[config.mk]
export PLATFORM = sky130hd
export DESIGN_NAME = lg_top
export DESIGN_NICKNAME = d
export VERILOG_FILES = /design/src/source/lg_pkg.sv /design/src/source/lg_regs.sv /design/src/source/lg_tbl_arb.sv /design/src/source/lg_tbl_ram.sv /design/src/source/lg_burst.sv /design/src/source/lg_top.sv
export VERILOG_INCLUDE_DIRS = /design/src /design/src/include
export SDC_FILE = /design/constraint.sdc
export NUM_CORES = 1
export LEC_CHECK = 0
export BUFFER_PORTS_ARGS = -buffer_cell sky130_fd_sc_hd__buf_2
export CORE_MARGIN = 5
export CORE_UTILIZATION = 30
export CTS_BUF_LIST = sky130_fd_sc_hd__clkbuf_2 sky130_fd_sc_hd__clkbuf_4 sky130_fd_sc_hd__clkbuf_8
export DETAILED_ROUTE_END_ITERATION = 7
export GPL_TIMING_DRIVEN = 0
export PLACE_DENSITY = 0.46
export REMOVE_ABC_BUFFERS = 1
export SETUP_SLACK_MARGIN = 0.02
export SYNTH_ARGS = -nofsm -noshare
export SYNTH_HDL_FRONTEND = slang
export SYNTH_SLANG_ARGS = --single-unit
[constraint.sdc]
create_clock -name bus -period 4.4 [get_ports bus]
set_input_delay 0.66 -clock bus [delete_from_list [all_inputs] [get_ports bus]]
set_output_delay 0.66 -clock bus [all_outputs]
set_load 0.01 [all_outputs]
[src/include/lg_defines.svh]
/* logic generator shared parameters
   data and counter widths, event and trigger counts, register map */
`ifndef LG_DEFINES_SVH
`define LG_DEFINES_SVH

`define LG_DW   8   // output word width
`define LG_TAW  6   // table address width, 64 entries
`define LG_CWR  8   // repeat counter
`define LG_CWL  16  // period length counter
`define LG_CWN  16  // burst number counter
`define LG_EN   4   // event inputs
`define LG_TN   4   // trigger inputs
`define LG_BAW  7   // decoded register address bits

// register offsets within the LG_BAW window
`define LG_REG_EVN_CTL 7'h00
`define LG_REG_EVN_SEL 7'h04
`define LG_REG_TRG     7'h08
`define LG_REG_MODE    7'h10
`define LG_REG_BDR     7'h20
`define LG_REG_BDL     7'h24
`define LG_REG_BPL     7'h28
`define LG_REG_BPN     7'h2C
`define LG_REG_STS_BPL 7'h30
`define LG_REG_STS_BPN 7'h34
`define LG_REG_OE0     7'h40
`define LG_REG_OE1     7'h44
`define LG_REG_MSK     7'h48
`define LG_REG_VAL     7'h4C

`endif

[src/source/lg_pkg.sv]
/* logic generator types
   CPU bus request and response, configuration, events, sequencer states */
`include "lg_defines.svh"

package lg_pkg;

  // one CPU access, held by the requester until ack
  typedef struct packed {
    logic        wen;
    logic        ren;
    logic [15:0] addr;   // byte address
    logic [31:0] wdata;
  } bus_req_t;

  typedef struct packed {
    logic        ack;
    logic        err;    // never set
    logic [31:0] rdata;
  } bus_rsp_t;

  // event strobes, reset sits in bit 0
  typedef struct packed {
    logic swt;    // software trigger
    logic stop;   // reads back as idle
    logic start;  // reads back as running
    logic reset;
  } evn_t;

  typedef struct packed {
    logic               inf;  // infinite bursts
    logic               tre;  // rearm after each period
    logic [`LG_CWR-1:0] bdr;  // repeats per entry - 1
    logic [`LG_TAW-1:0] bdl;  // entries per burst - 1
    logic [`LG_CWL-1:0] bpl;  // period length - 1
    logic [`LG_CWN-1:0] bpn;  // burst count - 1
    logic [`LG_DW-1:0]  oe0;  // enable where output is 0
    logic [`LG_DW-1:0]  oe1;  // enable where output is 1
    logic [`LG_DW-1:0]  msk;
    logic [`LG_DW-1:0]  val;  // polarity
  } lg_cfg_t;

  typedef enum logic [1:0] {
    IDLE,
    ARMED,
    DATA,
    GAP
  } gen_state_e;

endpackage

[src/source/lg_regs.sv]
/* logic generator register file
   holds the burst and output configuration, event select and trigger mask,
   pulses software events and returns status counters on reads */
`timescale 1ns/10ps
`include "lg_defines.svh"

module lg_regs (
  input  logic                          bus,
  input  logic                          arst_n,
  input  lg_pkg::bus_req_t              req,
  output lg_pkg::bus_rsp_t              rsp,
  input  lg_pkg::evn_t    [`LG_EN-1:0]  evi,
  input  logic            [`LG_TN-1:0]  trg,
  input  logic            [`LG_CWL-1:0] sts_bpl,
  input  logic            [`LG_CWN-1:0] sts_bpn,
  input  logic                          running,
  output lg_pkg::lg_cfg_t               cfg,
  output lg_pkg::evn_t                  evn,
  output logic                          ctl_trg,
  output lg_pkg::evn_t                  evo
);

  import lg_pkg::*;

  localparam int unsigned EL = $clog2(`LG_EN);  // event select width

  logic [`LG_BAW-1:0] adr;       // decoded part of the address
  logic               wr;
  logic [EL-1:0]      cfg_evn;   // event input select
  logic [`LG_TN-1:0]  cfg_trg;   // trigger enables
  evn_t               evn_sel;   // selected input, registered
  evn_t               evs;       // status view of 0x00
  logic               ack_q;
  logic [31:0]        rdata_q;

  assign adr = req.addr[`LG_BAW-1:0];
  assign wr  = req.wen;

  ////////////////////////////////////////////////////////////////////////////
  // bus response
  ////////////////////////////////////////////////////////////////////////////

  always_ff @(posedge bus or negedge arst_n) begin
    if (!arst_n) begin
      ack_q <= 1'b0;
    end else begin
      ack_q <= req.wen | req.ren;  // every access acked next cycle
    end
  end

  assign rsp = '{ack: ack_q, err: 1'b0, rdata: rdata_q};

  ////////////////////////////////////////////////////////////////////////////
  // configuration writes
  ////////////////////////////////////////////////////////////////////////////

  always_ff @(posedge bus or negedge arst_n) begin
    if (!arst_n) begin
      cfg     <= '0;
      cfg_evn <= '0;
      cfg_trg <= '0;
    end else if (wr) begin
      case (adr)
        `LG_REG_EVN_SEL: cfg_evn <= req.wdata[EL-1:0];
        `LG_REG_TRG: begin
          cfg_trg <= req.wdata[`LG_TN-1:0];
          cfg.tre <= req.wdata[31];       // repeat bit on top
        end
        `LG_REG_MODE: cfg.inf <= req.wdata[1];  // bit 0 unused
        `LG_REG_BDR:  cfg.bdr <= req.wdata[`LG_CWR-1:0];
        `LG_REG_BDL:  cfg.bdl <= req.wdata[`LG_TAW-1:0];
        `LG_REG_BPL:  cfg.bpl <= req.wdata[`LG_CWL-1:0];
        `LG_REG_BPN:  cfg.bpn <= req.wdata[`LG_CWN-1:0];
        `LG_REG_OE0:  cfg.oe0 <= req.wdata[`LG_DW-1:0];
        `LG_REG_OE1:  cfg.oe1 <= req.wdata[`LG_DW-1:0];
        `LG_REG_MSK:  cfg.msk <= req.wdata[`LG_DW-1:0];
        `LG_REG_VAL:  cfg.val <= req.wdata[`LG_DW-1:0];
        default: ;
      endcase
    end
  end

  ////////////////////////////////////////////////////////////////////////////
  // events and triggers
  ////////////////////////////////////////////////////////////////////////////

  // software event pulses, one cycle per write to 0x00
  always_ff @(posedge bus or negedge arst_n) begin
    if (!arst_n) begin
      evo     <= '0;
      evn_sel <= '0;
    end else begin
      evo     <= (wr && adr == `LG_REG_EVN_CTL) ? req.wdata[$bits(evn_t)-1:0] : '0;
      evn_sel <= evi[cfg_evn];
    end
  end

  assign evn     = evn_sel | evo;         // hardware or software source
  assign ctl_trg = |(trg & cfg_trg);      // masked triggers

  assign evs = '{swt: 1'b0, stop: ~running, start: running, reset: 1'b0};

  ////////////////////////////////////////////////////////////////////////////
  // read data
  ////////////////////////////////////////////////////////////////////////////

  always_ff @(posedge bus) begin
    if (req.ren) begin
      case (adr)
        `LG_REG_EVN_CTL: rdata_q <= 32'(evs);
        `LG_REG_EVN_SEL: rdata_q <= 32'(cfg_evn);
        `LG_REG_TRG:     rdata_q <= 32'(cfg_trg) | (32'(cfg.tre) << 31);
        `LG_REG_MODE:    rdata_q <= 32'(cfg.inf) << 1;
        `LG_REG_BDR:     rdata_q <= 32'(cfg.bdr);
        `LG_REG_BDL:     rdata_q <= 32'(cfg.bdl);
        `LG_REG_BPL:     rdata_q <= 32'(cfg.bpl);
        `LG_REG_BPN:     rdata_q <= 32'(cfg.bpn);
        `LG_REG_STS_BPL: rdata_q <= 32'(sts_bpl);   // live counters
        `LG_REG_STS_BPN: rdata_q <= 32'(sts_bpn);
        `LG_REG_OE0:     rdata_q <= 32'(cfg.oe0);
        `LG_REG_OE1:     rdata_q <= 32'(cfg.oe1);
        `LG_REG_MSK:     rdata_q <= 32'(cfg.msk);
        `LG_REG_VAL:     rdata_q <= 32'(cfg.val);
        default:         rdata_q <= '0;
      endcase
    end
  end

endmodule

[src/source/lg_tbl_arb.sv]
/* pattern table arbiter
   the sequencer read port has fixed priority, the CPU window gets idle
   cycles; ack comes with the registered RAM data one cycle after grant */
`timescale 1ns/10ps
`include "lg_defines.svh"

module lg_tbl_arb (
  input  logic                bus,
  input  logic                arst_n,
  input  logic                seq_rd,
  input  logic [`LG_TAW-1:0]  seq_addr,
  input  lg_pkg::bus_req_t    cpu_req,
  output lg_pkg::bus_rsp_t    cpu_rsp,
  output logic                ram_en,
  output logic                ram_we,
  output logic [`LG_TAW-1:0]  ram_addr,
  output logic [`LG_DW-1:0]   ram_wdata,
  input  logic [`LG_DW-1:0]   ram_rdata
);

  logic cpu_vld;    // pending CPU access not yet served
  logic cpu_gnt;
  logic cpu_ack_q;  // grant went to the CPU last cycle
  logic cpu_blk_q;  // cycle after ack

  // held request is masked while its ack is out and one cycle beyond
  assign cpu_vld = (cpu_req.wen | cpu_req.ren) & ~cpu_ack_q & ~cpu_blk_q;
  assign cpu_gnt = cpu_vld & ~seq_rd;      // sequencer always wins

  assign ram_en    = seq_rd | cpu_gnt;
  assign ram_we    = cpu_gnt & cpu_req.wen;
  // table words sit on 32 bit boundaries of the CPU window
  assign ram_addr  = seq_rd ? seq_addr : cpu_req.addr[`LG_TAW+1:2];
  assign ram_wdata = cpu_req.wdata[`LG_DW-1:0];

  always_ff @(posedge bus or negedge arst_n) begin
    if (!arst_n) begin
      cpu_ack_q <= 1'b0;
      cpu_blk_q <= 1'b0;
    end else begin
      cpu_ack_q <= cpu_gnt;
      cpu_blk_q <= cpu_ack_q;
    end
  end

  // RAM output is the CPU word in the ack cycle
  assign cpu_rsp = '{ack: cpu_ack_q, err: 1'b0, rdata: 32'(ram_rdata)};

endmodule

[src/source/lg_tbl_ram.sv]
/* pattern table
   single port RAM, read before write, registered read data */
`timescale 1ns/10ps
`include "lg_defines.svh"

module lg_tbl_ram (
  input  logic               bus,
  input  logic               ram_en,
  input  logic               ram_we,
  input  logic [`LG_TAW-1:0] ram_addr,
  input  logic [`LG_DW-1:0]  ram_wdata,
  output logic [`LG_DW-1:0]  ram_rdata
);

  logic [`LG_DW-1:0] mem [2**`LG_TAW];

  always_ff @(posedge bus) begin
    if (ram_en) begin
      if (ram_we) begin
        mem[ram_addr] <= ram_wdata;
      end
      ram_rdata <= mem[ram_addr];  // old contents on a write
    end
  end

endmodule

[src/source/lg_burst.sv]
/* burst sequencer
   FSM stepping entry repeats, table entries, period length and burst count,
   then the mask, polarity and output enable stage on the table words */
`timescale 1ns/10ps
`include "lg_defines.svh"

module lg_burst (
  input  logic                bus,
  input  logic                arst_n,
  input  lg_pkg::lg_cfg_t     cfg,
  input  lg_pkg::evn_t        evn,
  input  logic                ctl_trg,
  output logic                seq_rd,
  output logic [`LG_TAW-1:0]  seq_addr,
  input  logic [`LG_DW-1:0]   ram_rdata,
  output logic [`LG_DW-1:0]   lg_o,
  output logic [`LG_DW-1:0]   lg_e,
  output logic                lg_vld,
  output logic                tro,
  output logic                irq,
  output logic [`LG_CWL-1:0]  sts_bpl,
  output logic [`LG_CWN-1:0]  sts_bpn,
  output logic                running
);

  import lg_pkg::*;

  gen_state_e         state;
  logic [`LG_CWR-1:0] rpt_cnt;   // repeats of current entry
  logic [`LG_TAW-1:0] adr_cnt;   // current entry
  logic [`LG_CWL-1:0] bpl_cnt;   // cycles since period start
  logic [`LG_CWN-1:0] bpn_cnt;   // finished periods
  logic               ent_end;
  logic               data_end;
  logic               per_end;
  logic               bst_last;
  logic               trg_go;
  logic               kill;
  logic               rd_vld;    // ram_rdata due this cycle
  logic               vld_d1;    // DATA delayed by one
  logic [`LG_DW-1:0]  dat_o;
  logic [`LG_DW-1:0]  dat_e;

  ////////////////////////////////////////////////////////////////////////////
  // sequencer
  ////////////////////////////////////////////////////////////////////////////

  assign ent_end  = rpt_cnt == cfg.bdr;
  assign data_end = (state == DATA) && ent_end && (adr_cnt == cfg.bdl);  // last cycle
  // period over once bpl+1 cycles passed and all entries are out
  assign per_end  = (data_end || state == GAP) && (bpl_cnt >= cfg.bpl);
  assign bst_last = ~cfg.inf && (bpn_cnt == cfg.bpn);
  assign trg_go   = ctl_trg | evn.swt;
  assign kill     = evn.stop | evn.reset;   // abort from any state

  always_ff @(posedge bus or negedge arst_n) begin
    if (!arst_n) begin
      state   <= IDLE;
      rpt_cnt <= '0;
      adr_cnt <= '0;
      bpl_cnt <= '0;
      bpn_cnt <= '0;
      tro     <= 1'b0;
      irq     <= 1'b0;
    end else begin
      tro <= 1'b0;
      irq <= 1'b0;
      if (kill) begin
        state   <= IDLE;
        rpt_cnt <= '0;
        adr_cnt <= '0;
      end else begin
        case (state)
          IDLE: if (evn.start) begin
            state   <= ARMED;
            bpl_cnt <= '0;
            bpn_cnt <= '0;
          end
          ARMED: if (trg_go) begin
            state   <= DATA;
            bpl_cnt <= '0;      // new period
            tro     <= 1'b1;
          end
          DATA, GAP: begin
            bpl_cnt <= bpl_cnt + 1'b1;
            if (state == DATA) begin
              if (ent_end) begin
                rpt_cnt <= '0;
                adr_cnt <= data_end ? '0 : adr_cnt + 1'b1;
              end else begin
                rpt_cnt <= rpt_cnt + 1'b1;
              end
              if (data_end) state <= GAP;
            end
            if (per_end) begin
              if (bst_last) begin
                state <= IDLE;  // final period done
                irq   <= 1'b1;
              end else begin
                bpn_cnt <= bpn_cnt + 1'b1;
                bpl_cnt <= '0;
                if (cfg.tre) begin
                  state <= ARMED;   // wait for next trigger
                end else begin
                  state <= DATA;
                  tro   <= 1'b1;
                end
              end
            end
          end
          default: state <= IDLE;
        endcase
      end
    end
  end

  // one read per entry, in its first cycle
  assign seq_rd   = (state == DATA) && (rpt_cnt == '0);
  assign seq_addr = adr_cnt;

  assign running = state != IDLE;
  assign sts_bpl = bpl_cnt;
  assign sts_bpn = bpn_cnt;

  ////////////////////////////////////////////////////////////////////////////
  // output stage
  ////////////////////////////////////////////////////////////////////////////

  always_ff @(posedge bus or negedge arst_n) begin
    if (!arst_n) begin
      rd_vld <= 1'b0;
      vld_d1 <= 1'b0;
      lg_vld <= 1'b0;
    end else begin
      rd_vld <= seq_rd & ~kill;
      vld_d1 <= (state == DATA) & ~kill;
      lg_vld <= vld_d1 & ~kill;  // drops right after stop
    end
  end

  assign dat_o = cfg.val ^ (ram_rdata & ~cfg.msk);
  assign dat_e = (cfg.oe0 & ~dat_o) | (cfg.oe1 & dat_o);

  // word held for the repeats, next read may already be in flight
  always_ff @(posedge bus or negedge arst_n) begin
    if (!arst_n) begin
      lg_o <= '0;
      lg_e <= '0;
    end else if (!vld_d1 || kill) begin
      lg_o <= '0;
      lg_e <= '0;
    end else if (rd_vld) begin
      lg_o <= dat_o;
      lg_e <= dat_e;
    end
  end

endmodule

[src/source/lg_top.sv]
/* logic pattern generator top level
   register file, burst sequencer, table arbiter and pattern RAM */
`timescale 1ns/10ps
`include "lg_defines.svh"

module lg_top (
  input  logic                          bus,
  input  logic                          arst_n,
  input  lg_pkg::bus_req_t              reg_req,
  output lg_pkg::bus_rsp_t              reg_rsp,
  input  lg_pkg::bus_req_t              tbl_req,
  output lg_pkg::bus_rsp_t              tbl_rsp,
  input  lg_pkg::evn_t    [`LG_EN-1:0]  evi,
  input  logic            [`LG_TN-1:0]  trg,
  output logic            [`LG_DW-1:0]  lg_o,
  output logic            [`LG_DW-1:0]  lg_e,
  output logic                          lg_vld,
  output lg_pkg::evn_t                  evo,
  output logic                          tro,
  output logic                          irq
);

  import lg_pkg::*;

  lg_cfg_t            cfg;
  evn_t               evn;
  logic               ctl_trg;
  logic [`LG_CWL-1:0] sts_bpl;
  logic [`LG_CWN-1:0] sts_bpn;
  logic               running;
  // sequencer read port
  logic               seq_rd;
  logic [`LG_TAW-1:0] seq_addr;
  // RAM side of the arbiter
  logic               ram_en;
  logic               ram_we;
  logic [`LG_TAW-1:0] ram_addr;
  logic [`LG_DW-1:0]  ram_wdata;
  logic [`LG_DW-1:0]  ram_rdata;

  lg_regs u_regs (
    .bus, .arst_n, .req(reg_req), .rsp(reg_rsp), .evi, .trg,
    .sts_bpl, .sts_bpn, .running, .cfg, .evn, .ctl_trg, .evo
  );

  lg_burst u_burst (
    .bus, .arst_n, .cfg, .evn, .ctl_trg, .seq_rd, .seq_addr, .ram_rdata,
    .lg_o, .lg_e, .lg_vld, .tro, .irq, .sts_bpl, .sts_bpn, .running
  );

  lg_tbl_arb u_arb (
    .bus, .arst_n, .seq_rd, .seq_addr, .cpu_req(tbl_req), .cpu_rsp(tbl_rsp),
    .ram_en, .ram_we, .ram_addr, .ram_wdata, .ram_rdata
  );

  lg_tbl_ram u_ram (
    .bus, .ram_en, .ram_we, .ram_addr, .ram_wdata, .ram_rdata
  );

endmodule

; Yosys cells after proc, flatten, opt, wreduce, memory -nomap -nowiden
; Memories as Yosys holds them, arrays and structs flattened. A register that Yosys moved wholly into a read port is not among the register bits.
; Cells that the tools add are included.
; W data, S select, Z words.
[word_totals]
regBits = 198
memories = 1
mem_bits_rw = 512
out_inout_bits = 91
input_bits = 122
word_cells = 182
[memory_table]
columns = name, words, width, read_ports, rd_ports_with_merged_regs, wr, line
row1 = u_ram.mem, 64, 8, 1, 1, 1, lg_tbl_ram.sv:15  ; logic [`LG_DW-1:0] mem [2**`LG_TAW];
[op_classes]
eq_ne = 27
order_cmp = 2
bitwise = 28
muxes = 48
add_sub_neg = 4
n_reduce_logical = 36
[op_table]
columns = op, n
row1 = $pmux W32 S14, 1
row2 = $mux W16, 6
row3 = $mux W8, 8
row4 = $pmux W16 S3, 1
row5 = $eq A7 B6 Y1 const B, 6
row6 = $mux W6, 6
row7 = $add A16 B1 Y16 const B, 2
row8 = $or A4 B32 Y32, 1
row9 = $pmux W16 S2, 1
row10 = $eq A7 B7 Y1 const B, 4
row11 = $and A8 B8 Y8, 3
row12 = $reduce_and A2 Y1, 12
row13 = $eq A16 B16 Y1, 1
row14 = $ge A16 B16 Y1, 1
row15 = $mux W2, 8
row16 = $not A8 Y8, 2
row17 = $mux W1, 12
row18 = $reduce_bool A2 Y1, 6
row19 = $add A8 B1 Y8 const B, 1
row20 = $bmux W4 S2, 1
row21 = $eq A8 B8 Y1, 1
row22 = $logic_not A8 Y1, 1
row23 = $mux W4, 2
row24 = $ne A4 B1 Y1 const B, 2
row25 = other kinds (31), 56

; Longest topological paths before layout
; Gate-level depths: netlist (run 1).
[logic_depth]
ltp_word = 8
depth_mapped = 14
ltp_nobuf = 10

; Hierarchy
; From an unflattened synthesis (run 1), not the netlist that was laid out.
[hier_totals]
hier_cells = 2156
area_unflattened_um2 = 30784.5
[by_module_without_submodules]
columns = module, seq_area_each_um2, cells_each, n_inst, area_each_um2
row1 = lg_tbl_ram, 15615.0, 1195, 1, 20368.3
row2 = lg_regs, 2887.8, 418, 1, 5517.8
row3 = lg_burst, 1726.7, 486, 1, 4385.5
row4 = lg_tbl_arb, 50.0, 57, 1, 513.0

; Worst setup path before layout (run 1)
; OpenSTA, ideal clock, no wires.
[synth_path]
path_type = register to register
startpoint = register u_burst.rpt_cnt[0]
endpoint = memory u_ram.mem[13][0] in the netlist's numbering (enable)
period_less_slack_ns = 3.551
required_ns = 4.030
setup_time_ns = 0.370
path_stages_with_launch = 13
setup_slack_ns = 0.849
t_arrival_ns = 3.181
cell_sequence = dfrtp_1 -> inv_1 -> ha_1 -> or4b_1 -> buf_2 -> nor4_1 -> or2_2 -> clkbuf_1 -> buf_2 -> buf_4 -> buf_4 -> nand2_1 -> nor2_1
[synth_via]
elab_chain_cells = 8
word_cells_on_any_way = 10
cone_classes = mux: 4 / bitwise: 4 / reduce/logical: 2
[synth_lines]
columns = item, line
row1 = start: declaration, lg_burst.sv:29  ; logic [`LG_CWR-1:0] rpt_cnt;
row2 = start signal: assignment, lg_burst.sv:91  ; rpt_cnt <= rpt_cnt + 1'b1;
row3 = $logic_not A8 Y1 (*), lg_burst.sv:118  ; assign seq_rd = (state == DATA) && (rpt_cnt == '0);
row4 = $logic_and A1 B1 Y1 (*), lg_burst.sv:118
row5 = $not A1 Y1, lg_tbl_arb.sv:28  ; assign cpu_gnt = cpu_vld & ~seq_rd;
row6 = $and A1 B1 Y1, lg_tbl_arb.sv:28
row7 = $and A1 B1 Y1, lg_tbl_arb.sv:31  ; assign ram_we = cpu_gnt & cpu_req.wen;
row8 = $mux W1, lg_tbl_ram.sv:19  ; if (ram_we) begin
row9 = $mux W1, lg_tbl_ram.sv:18  ; if (ram_en) begin
row10 = $mux W1 (implied by the code), lg_tbl_ram.sv:20  ; mem[ram_addr] <= ram_wdata;
row11 = end: declaration, lg_tbl_ram.sv:15
; Every way passes the cells marked *; elsewhere a longest branch is shown, timed or not.

; Worst setup path in the final report (run 1)
[layout_path]
startpoint = register u_burst.rpt_cnt[2]
endpoint = register u_ram.ram_rdata[6], read port of u_ram.mem, data pin
[layout_via]
elab_chain_cells = 5
word_cells_on_any_way = 6
cone_classes = mux: 1 / bitwise: 3 / reduce/logical: 2
[layout_lines]
columns = item, line
row1 = $logic_not A8 Y1 (*), lg_burst.sv:118
row2 = $logic_and A1 B1 Y1 (*), lg_burst.sv:118
row3 = $not A1 Y1, lg_tbl_arb.sv:28
row4 = $and A1 B1 Y1, lg_tbl_arb.sv:28
row5 = $or A1 B1 Y1, lg_tbl_arb.sv:30  ; assign ram_en = seq_rd | cpu_gnt;
row6 = end: declaration, lg_tbl_ram.sv:12  ; output logic [`LG_DW-1:0] ram_rdata
; Marks and branches as above.
; A chain may end at the register's enable or synchronous reset.

==> impl_metrics.json, run 1 <==
{
  "status": "finished clean",
  "seqPwrFrac_pct": 51.9,
  "cts_buffer_depth": 3,
  "r2r_cells": 9,
  "wl_per_cell_um": 25.2,
  "yosysMostFrequentCell": "edfxtp_1",
  "fin_crit_sh_pct": 97.7,
  "row_count": 115,
  "dp_slack_ps": -1490,
  "hpwl_um": 58400,
  "drc": 0,
  "rsz0062_at_grt": "yes",
  "globalplace.congestion": 0.800,
  "grt_antenna_before_repair": 5,
  "cts_tree": "done",
  "antenna_left": 0,
  "clk_latency_ps": 770,
  "root_buffer": "clkbuf_8",
  "tightestPinTransition_ps": 1400,
  "cts.clk_slew.worst_paths_ps": 60,
  "leakage_uw": 0.0123,
  "numPortBuffers": 113,
  "dr.max_layer_used": "met5",
  "p_clk_share_pct": 40.1,
  "fin_cells": 3621,
  "drt_iter0_drc": 1710,
  "cp_num_cells": 9,
  "path_buf_inv": 1,
  "max_freq_ghz": 0.233,
  "area_growth_pct": 17.0,
  "dp.cells": 3380,
  "final.setup.worst_slack_ps": 102,
  "ys_top_cells_by_count": "537 x edfxtp_1, 166 x dfrtp_1, 165 x nor2_1",
  "grt_first_pass_wirelength_um": 133000,
  "crit_path_end": "u_ram.ram_rdata[6]",
  "grt_pass1_vias": 19160,
  "cts_sinks": 703,
  "wl_met2_um": 43200,
  "viasPerCell": 5.25,
  "cp_data_required_time_ps": 4770,
  "synth_top_cell_area_share_pct": 54.7,
  "worstPathMaxFanout": 26,
  "synth-async-reset-ratio_pct": 23.6,
  "cts_buffers": 118,
  "postSynthCellCount": 2071,
  "netSwitchingFraction_pct": 25.3,
  "hold_slack_ps": 171,
  "crit_slowest_cell": "nor3_2",
  "yosysTopAreaCell": "edfxtp_1",
  "crit_path_start_kind": "register",
  "wl_met1_um": 39900,
  "synth_area_leaders": "edfxtp_1 55%, dfrtp_1 14%, a22oi_1 3.5%",
  "cp.arrival_ps": 4670,
  "routed_wl_um": 91100,
  "ys_seq_area_share_pct": 68.7,
  "die_area_mm2": 0.105,
  "wl_met3_um": 6080,
  "path_delay_family": "simple AND/OR/NAND/NOR gates",
  "synthFlopType": "edfxtp_1",
  "r2r-end": "u_ram.ram_rdata[6]",
  "syn_area_mm2": 0.0295,
  "vdd_drop_max_v": 0.000248,
  "drv_cap": 0,
  "crit_chain": "nor3_2, a31oi_2, buf_6, or2_4, a222oi_1, a21oi_2, or4_1, nor4_4, nand4b_1",
  "clock_skew_ps": 62.8,
  "critPathLaunch": "u_burst.rpt_cnt[2]",
  "r2r-start": "u_burst.rpt_cnt[2]",
  "ff2ff_setup_slack_ps": 100,
  "ys_types": 71,
  "p_int_uw": 10700,
  "p_comb_share_pct": 8.0,
  "avgSynthCellArea_um2": 14.2,
  "crit_type": "reg -> reg",
  "ys_ff_latch": 703,
  "via_count": 18993,
  "layout-drive-gt1-share_pct": 22.4,
  "drt_first_pass_iters": 7,
  "endpoint_kind": "register",
  "start_util_pct": 30.1,
  "switchingPower_uw": 3640,
  "p_per_area_mw_per_mm2": 416,
  "synth_edf_count": 537,
  "ios": 213,
  "hold_viol": 0,
  "hp-class": "in -> reg",
  "design.core.area_mm2": 0.0980,
  "nNetsFinal": 2380,
  "grt_usage_pct": 17.0,
  "ys.warnings.count": 0,
  "critPathMaxStageDelay_ps": 610,
  "h-tree-depth": 3,
  "die_x_um": 324,
  "grt_overflow": 0,
  "drv_slew": 0,
  "min_period_ps": 4300,
  "max-slew-margin-rel_pct": 6.43,
  "die_h_um": 324,
  "setup_viol": 0,
  "grt_max_degree": 95
}
## cells in the final DEF, fill, tap and decap left out, types with 60 or more instances in the layout
cell type / instances
nor2_1: 144
mux2_2: 91
nand2_1: 95
dfrtp_1: 165
a21oi_1: 60
buf_2: 109
a22oi_1: 136
mux2i_1: 77
edfxtp_1: 537
clkbuf_8: 120
## logic make-up after synthesis
logic type,Yosys count,share of synthesized area (%)
buf+inv,193,3.21
mux,176,6.54
compound gates,433,10.8
flops,703,68.7
xor+xnor,61,1.81
simple gates,483,7.99
fa+ha+maj,21,0.891
other cells,1,0.0127
## state kept, by name (all words and copies together), names as in the netlist, 2 cells and up
signal / count
u_regs.evn_sel: 4
u_regs.cfg_evn: 2
u_regs.rdata_q: 17
u_regs.evo: 4
u_ram.ram_rdata: 8
u_burst.sts_bpn: 16
u_burst.rpt_cnt: 8
u_burst.sts_bpl: 16
u_burst.lg_e: 8
u_regs.cfg_trg: 4
u_regs.cfg: 80
u_burst.seq_addr: 6
u_ram.mem: 512
u_burst.lg_o: 8
u_burst.state: 2
## metal layers
metal | vias up | global-route usage [%]
li1 | 8404 | -
met1 | 9739 | 23.7
met2 | 716 | 27.8
met3 | 132 | 2.90
met4 | 2 | 4.21
met5 | - | 0
## stage by stage
| stage | power [uW] | setup TNS [ps] | cell area [um2] | util [%] |
|---|---|---|---|---|
| floorplan | 8090 | -694380 | 28800 | - |
| global placement | 8680 | -2744700 | 31000 | 31.6 |
| detailed placement | 8720 | -249390 | 31700 | 32.4 |
| CTS | 14500 | 0 | 34300 | 35.0 |
| global route | 14900 | -0.659 | 34500 | 35.2 |
| finish | 14400 | 0 | 34500 | 35.2 |
## worst reg2reg max path: stages, from the launching register on
cell	delay (ps)
dfrtp_1	480
nor3_2	610
a31oi_2	370
buf_6	280
or2_4	430
a222oi_1	400
a21oi_2	190
or4_1	610
nor4_4	270
nand4b_1	300
## cell type report
| cell class | instances | area [um2] |
|---|---|---|
| fill | 9494 | 63500 |
| sequential | 703 | 20300 |
| multi-input combinational | 1218 | 8850 |
| clock buffer | 149 | 1870 |
| tap | 1287 | 1610 |
| timing repair buffer | 168 | 1340 |
| clock inverter | 65 | 445 |
| inverter | 28 | 105 |
| antenna | 3 | 7.51 |
## how the worst min path moves through the flow
| stage | cells past startpoint | slack (ps) | startpoint | end |
|---|---|---|---|---|
| floorplan | 0 | 360 | arst_n | u_arb.cpu_ack_q |
| global placement | 0 | 390 | u_arb.cpu_ack_q | u_arb.cpu_blk_q |
| detailed placement | 0 | 400 | u_arb.cpu_ack_q | u_arb.cpu_blk_q |
| CTS | 2 | 100 | reg_req[10] | u_regs.cfg[58] |
| global route | 2 | 120 | reg_req[8] | u_regs.cfg[40] |
| finish | 2 | 170 | reg_req[12] | u_regs.cfg[60] |
## power groups by stage
stage,Combinational [uW],Sequential [uW],Clock (uW)
after global placement,1090,7590,0
after CTS,1150,7470,5900
after detailed placement,1120,7600,0
after global routing,1240,7470,6220
after floorplan,553,7540,0
final,1150,7460,5760
## what timing repair did
action | in CTS | in global routing
resized for setup | 44 | 9
endpoints found under the hold margin | 72 | 0
hold buffers | 1 | 0
endpoints found under the setup margin | 477 | 88
pin swaps | 3 | 6
buffers inserted | 7 | 12
gates cloned | 3 | 0
No activity file was read; power rests on OpenSTA's default activity.
==> run 2, diff against run 1 <==
REMOVE_ABC_BUFFERS = default   (was 1)
==> run 2 against run 1 <==
Net effect:
- sequential share of layout area is 2.1 points lower
- critical path depth grew 5
- wire length increased by 13%
- worst hold slack got worse by 9.7 ps
- non-clock buffer count up 157
- clock skew rose by 54 ps
- highest routed layer unchanged
- die area stayed put
- clock power increased by 3.6%
- largest cell class unchanged
- final cell count grew 4.2%
- via count is 5.7% higher
- final area increased by 3.7%
==> impl_metrics.json, run 2 (synthesized netlist as in run 1, its figures left out) <==
{
  "die_x_um": 324,
  "drt_first_pass_iters": 7,
  "start_util_pct": 30.1,
  "fin_crit_sh_pct": 98.5,
  "largest_reg_flops": 512,
  "cts_tree": "done",
  "crit_path_start_kind": "register",
  "grt_first_pass_wirelength_um": 145000,
  "worstPathMaxFanout": 10,
  "fin_cells": 3773,
  "path_delay_family": "buffers and inverters",
  "hp-class": "in -> reg",
  "antenna_left": 0,
  "grt_max_degree": 113,
  "cts_buffer_depth": 3,
  "endpoint_kind": "register",
  "drc": 0,
  "drv_cap": 0,
  "cp_data_required_time_ps": 4850,
  "p_per_area_mw_per_mm2": 410,
  "final_cell_mix": "537 x edfxtp_1, 164 x dfrtp_1, 137 x a22oi_1",
  "hold_viol": 0,
  "drt_iter0_drc": 2120,
  "r2r-start": "u_burst.rpt_cnt[0]",
  "crit_chain": "inv_1, ha_1, or4b_1, buf_4, nor3_4, buf_12, nor4_1, a31oi_4, buf_12, buf_2, buf_2, o22ai_1, nor4_1, nand4_1",
  "vdd_drop_max_v": 0.000273,
  "dp.cells": 3506,
  "globalplace.congestion": 0.867,
  "min_period_ps": 4330,
  "multiInputGateArea_mm2": 0.00914,
  "wl_per_cell_um": 27.3,
  "grt_overflow": 0,
  "setup_viol": 0,
  "drv_slew": 0,
  "cts_sinks": 703,
  "critPathLaunch": "u_burst.rpt_cnt[0]",
  "layout-drive-gt1-share_pct": 26.9,
  "regArea_mm2": 0.0203,
  "h-tree-depth": 3,
  "hp-start": "reg_req[14]",
  "rsz0062_at_grt": "yes",
  "clock_skew_ps": 116,
  "tightestPinTransition_ps": 1380,
  "grt_antenna_before_repair": 4,
  "hold_slack_ps": 162,
  "grt_usage_pct": 19.1,
  "max_freq_ghz": 0.231,
  "row_count": 115,
  "path_buf_inv": 6,
  "via_count": 20067,
  "max-slew-margin-rel_pct": 8.27,
  "crit_type": "reg -> reg",
  "ios": 213,
  "dp_slack_ps": -1600,
  "cts.clk_slew.worst_paths_ps": 60,
  "area_growth_pct": 21.3,
  "viasPerCell": 5.32,
  "die_area_mm2": 0.105,
  "numPortBuffers": 106,
  "nNetsFinal": 2532,
  "reg.largest.list": "u_ram.mem (512), u_regs.cfg (80), u_regs.rdata_q (17)",
  "cts_buffers": 116,
  "root_buffer": "clkbuf_8",
  "die_h_um": 324,
  "leakage_uw": 0.0129,
  "clk_latency_ps": 830,
  "fill_cells": 9400,
  "routed_wl_um": 103000,
  "grt_pass1_vias": 20336,
  "hpwl_um": 69300,
  "layout_commonest_cell": "edfxtp_1",
  "final.setup.worst_slack_ps": 67.3,
  "cp.arrival_ps": 4780,
  "critPathMaxStageDelay_ps": 550,
  "status": "finished clean",
  "crit_slowest_cell": "buf_2",
  "top_register": "u_ram.mem",
  "design.core.area_mm2": 0.0980
}
==> run 2: cell count changes in the layout (fill, tap and decap cells not counted), moves of 9 or more <==
cell	change
nor2_2	-14
buf_6	-9
buf_12	+12
clkinv_1	-15
buf_2	+11
clkbuf_2	+16
clkbuf_1	+51
nor2_1	-29
nor2_4	+43
buf_4	+69
clkbuf_4	+27
clkinv_2	-10
==> run 2: final cells by class <==
type | count | share of cell area, %
clock inverters | 40 | 0.983
clock buffers | 171 | 5.76
flip-flops and latches | 703 | 56.7
diodes | 4 | 0.0280
repair buffers | 165 | 3.55
well taps | 1287 | 4.50
plain buffers | 160 | 2.67
inverters | 28 | 0.294
multi-input cells | 1215 | 25.5
==> run 2: worst paths after layout <==
kind                                       to  slack (ps)  cells past startpoint
setup / recovery           u_ram.ram_rdata[2]          70                     14
hold / removal                 u_regs.cfg[46]         160                      2
hold reg to reg               u_arb.cpu_blk_q         480                      0
setup reg to reg           u_ram.ram_rdata[2]          70                     14
max in group asynchronous      u_regs.cfg[16]        2980                      3
min in group asynchronous  u_burst.rpt_cnt[7]         430                      2
==> run 2: timing repair <==
item                                    4_1_cts  5_1_grt
gates resized for setup                     178       52
endpoints found under the setup margin      488      323
hold buffers                                  1        0
pin swaps                                    32       19
endpoints found under the hold margin        54        0
setup buffers                                44       11
==> run 2: metal layers <==
metal | track usage [%] | part of all wire [%] | vias up
met1 | 25.0 | 41 | 10285
met4 | 6.25 | 3.1 | 2
met5 | 0 | 0.014 | -
li1 | - | - | 8705
met2 | 31.5 | 47 | 896
met3 | 4.54 | 8.1 | 179
==> run 2: per-stage QoR <==
stage | utilization, % | cell area (um2) | total power, uW | setup TNS (ps)
floorplan | - | 29700 | 8140 | 0
global placement | 32.4 | 31800 | 8730 | -497670
finish | 36.5 | 35800 | 14700 | 0
detailed placement | 32.5 | 31900 | 8750 | -434310
CTS | 36.2 | 35500 | 14800 | -885
global route | 36.5 | 35800 | 15200 | 0
==> run 2: where the power goes <==
part	switching [uW]	internal (uW)
Sequential	144	7320
Combinational	832	404
Clock	2770	3210
==> run 3, diff against run 2 <==
ABC_AREA = 1   (was default)
clock period = 5.54 ns   (was 4.4 ns; I/O delays follow)
==> run 3 against run 2 <==
Net effect:
- combinational power about the same
- wire length increased by 2.3%
- non-clock buffer count decreased by 48
- critical endpoint is now u_ram.mem[57][1]
==> impl_metrics.json, run 3 <==
{
  "layout_commonest_cell": "nand2_1",
  "row_count": 121,
  "cp_data_required_time_ps": 5950,
  "clk_latency_ps": 810,
  "grt_antenna_before_repair": 3,
  "die_area_mm2": 0.116,
  "grt_usage_pct": 17.8,
  "cts_buffers": 132,
  "drc": 0,
  "largest_reg_flops": 512,
  "ys_types": 53,
  "synth_area_leaders": "edfxtp_1 49%, dfrtp_1 13%, nand2_1 11%",
  "tightestPinTransition_ps": 1350,
  "synth_edf_count": 537,
  "seqPwrFrac_pct": 48.7,
  "via_count": 23934,
  "rsz0062_at_grt": "no",
  "grt_first_pass_wirelength_um": 152000,
  "wl_per_cell_um": 20.1,
  "fin_crit_sh_pct": 72.4,
  "synth_top_cell_area_share_pct": 49.4,
  "cts-resized-gates": 0,
  "die_x_um": 340,
  "globalplace.congestion": 0.920,
  "top_register": "u_ram.mem",
  "synth-async-reset-ratio_pct": 23.6,
  "antenna_left": 0,
  "cts_sinks": 703,
  "yosysTopAreaCell": "edfxtp_1",
  "p_comb_share_pct": 10.2,
  "postSynthCellCount": 3438,
  "p_clk_share_pct": 41.1,
  "dp.cells": 5011,
  "ys_seq_area_share_pct": 62.1,
  "viasPerCell": 4.56,
  "numPortBuffers": 113,
  "max_freq_ghz": 0.249,
  "min_period_ps": 4010,
  "cts.clk_slew.worst_paths_ps": 50,
  "drv_cap": 0,
  "synthFlopType": "edfxtp_1",
  "postLayoutCellArea_mm2": 0.0379,
  "endpoint_kind": "register",
  "root_buffer": "clkbuf_8",
  "routed_wl_um": 105000,
  "nNetsFinal": 3874,
  "ys.warnings.count": 0,
  "p_per_area_mw_per_mm2": 321,
  "start_util_pct": 30.1,
  "cts_buffer_depth": 3,
  "leakage_uw": 0.0169,
  "worstPathMaxFanout": 10,
  "post_dp_cell_area_mm2": 0.0353,
  "status": "finished clean",
  "max-slew-margin-rel_pct": 9.11,
  "drv_slew": 0,
  "yosysMostFrequentCell": "nand2_1",
  "ys_top_cells_by_count": "937 x nand2_1, 642 x inv_1, 537 x edfxtp_1",
  "crit_path_start_kind": "register",
  "ys_ff_latch": 703,
  "postCtsSetupBuffers": 0,
  "syn_area_mm2": 0.0327,
  "fin_cells": 5247,
  "grt_max_degree": 94,
  "hpwl_um": 72600,
  "drt_first_pass_iters": 5,
  "hold_viol": 0,
  "h-tree-depth": 4,
  "drt_iter0_drc": 1813,
  "final_util_pct": 34.9,
  "final_cell_mix": "937 x nand2_1, 642 x inv_1, 537 x edfxtp_1",
  "avgSynthCellArea_um2": 9.50,
  "cp.arrival_ps": 4420,
  "cts_tree": "done",
  "p_int_uw": 8850,
  "area_growth_pct": 16.1,
  "holdBufCountCts": 0,
  "ios": 213,
  "setup_viol": 0,
  "hp-class": "in -> async",
  "vdd_drop_max_v": 0.000200,
  "die_h_um": 340,
  "reg.largest.list": "u_ram.mem (512), u_regs.cfg (80), u_regs.rdata_q (17)",
  "finalPower_uw": 12200,
  "design.core.area_mm2": 0.109,
  "switchingPower_uw": 3300,
  "tns_ps": 0,
  "grt_overflow": 0,
  "grt_pass1_vias": 22687,
  "netSwitchingFraction_pct": 27.2,
  "crit_type": "reg -> reg",
  "layout-drive-gt1-share_pct": 13.0,
  "clock_skew_ps": 50.0
}
==> run 3: routing by layer <==
metal,global-route usage (%),vias to the layer above,part of all wire [%]
li1,-,11645,-
met1,23.8,11408,44
met2,28.7,718,46
met3,3.87,163,6.6
met4,5.85,0,2.9
met5,0,-,0
==> run 3: worst max-delay path: stages, from the launching register on <==
cell and delay [ps]:
dfrtp_1 430, inv_1 100, ha_1 180, nand2_1 70, nor2_2 230, nand3_4 180
o21ai_2 390, nand2_1 130, nor2_1 640, nand2_2 190, nor4_2 1060
==> run 3: final cells by class <==
class                      count  area [um2]
fill                       11059       70600
sequential                   703       20300
multi-input combinational   1959        9110
inverter                     658        2470
clock buffer                 185        2280
tap                         1414        1770
buffer                       158         938
timing repair buffer         119         751
clock inverter                44         284
antenna                        7        17.5
==> run 3: cells by family after synthesis <==
group | share of synthesized area, %
buffers and inverters | 10.4
adder cells (fa/ha/maj) | 0.805
other | 0.0115
AND/OR/NAND/NOR | 19.8
flip-flops | 62.1
AO/OA/AOI/OAI | 5.89
XOR/XNOR | 0.966
==> run 3: worst paths after layout <==
path / startpoint / endpoint / cells after the start / slack, ps
min in group bus: reg_req[31] / u_regs.cfg[78] / 3 / 280
max in group asynchronous: arst_n / u_burst.sts_bpl[9] / 2 / 4600
min reg2reg: u_arb.cpu_ack_q / u_arb.cpu_blk_q / 0 / 410
min: arst_n / u_burst.lg_vld / 1 / 60
max reg2reg: u_burst.rpt_cnt[0] / u_ram.mem[57][1] / 10 / 1530
max: u_burst.rpt_cnt[0] / u_ram.mem[57][1] / 10 / 1530
==> run 3: power by group through the flow <==
stage	Sequential [uW]	Clock, uW	Combinational (uW)
after floorplan	5990	0	656
after global placement	6030	0	1220
after detailed placement	6030	0	1240
after CTS	5920	5150	1240
after global routing	5930	5380	1360
final	5920	5000	1240
==> run 3: through the flow <==
stage	setup WS, ps	hold slack [ps]
global route	1350	70.1
detailed placement	1460	413
global placement	710	398
CTS	1500	30.2
floorplan	2740	376
finish	1530	57.2
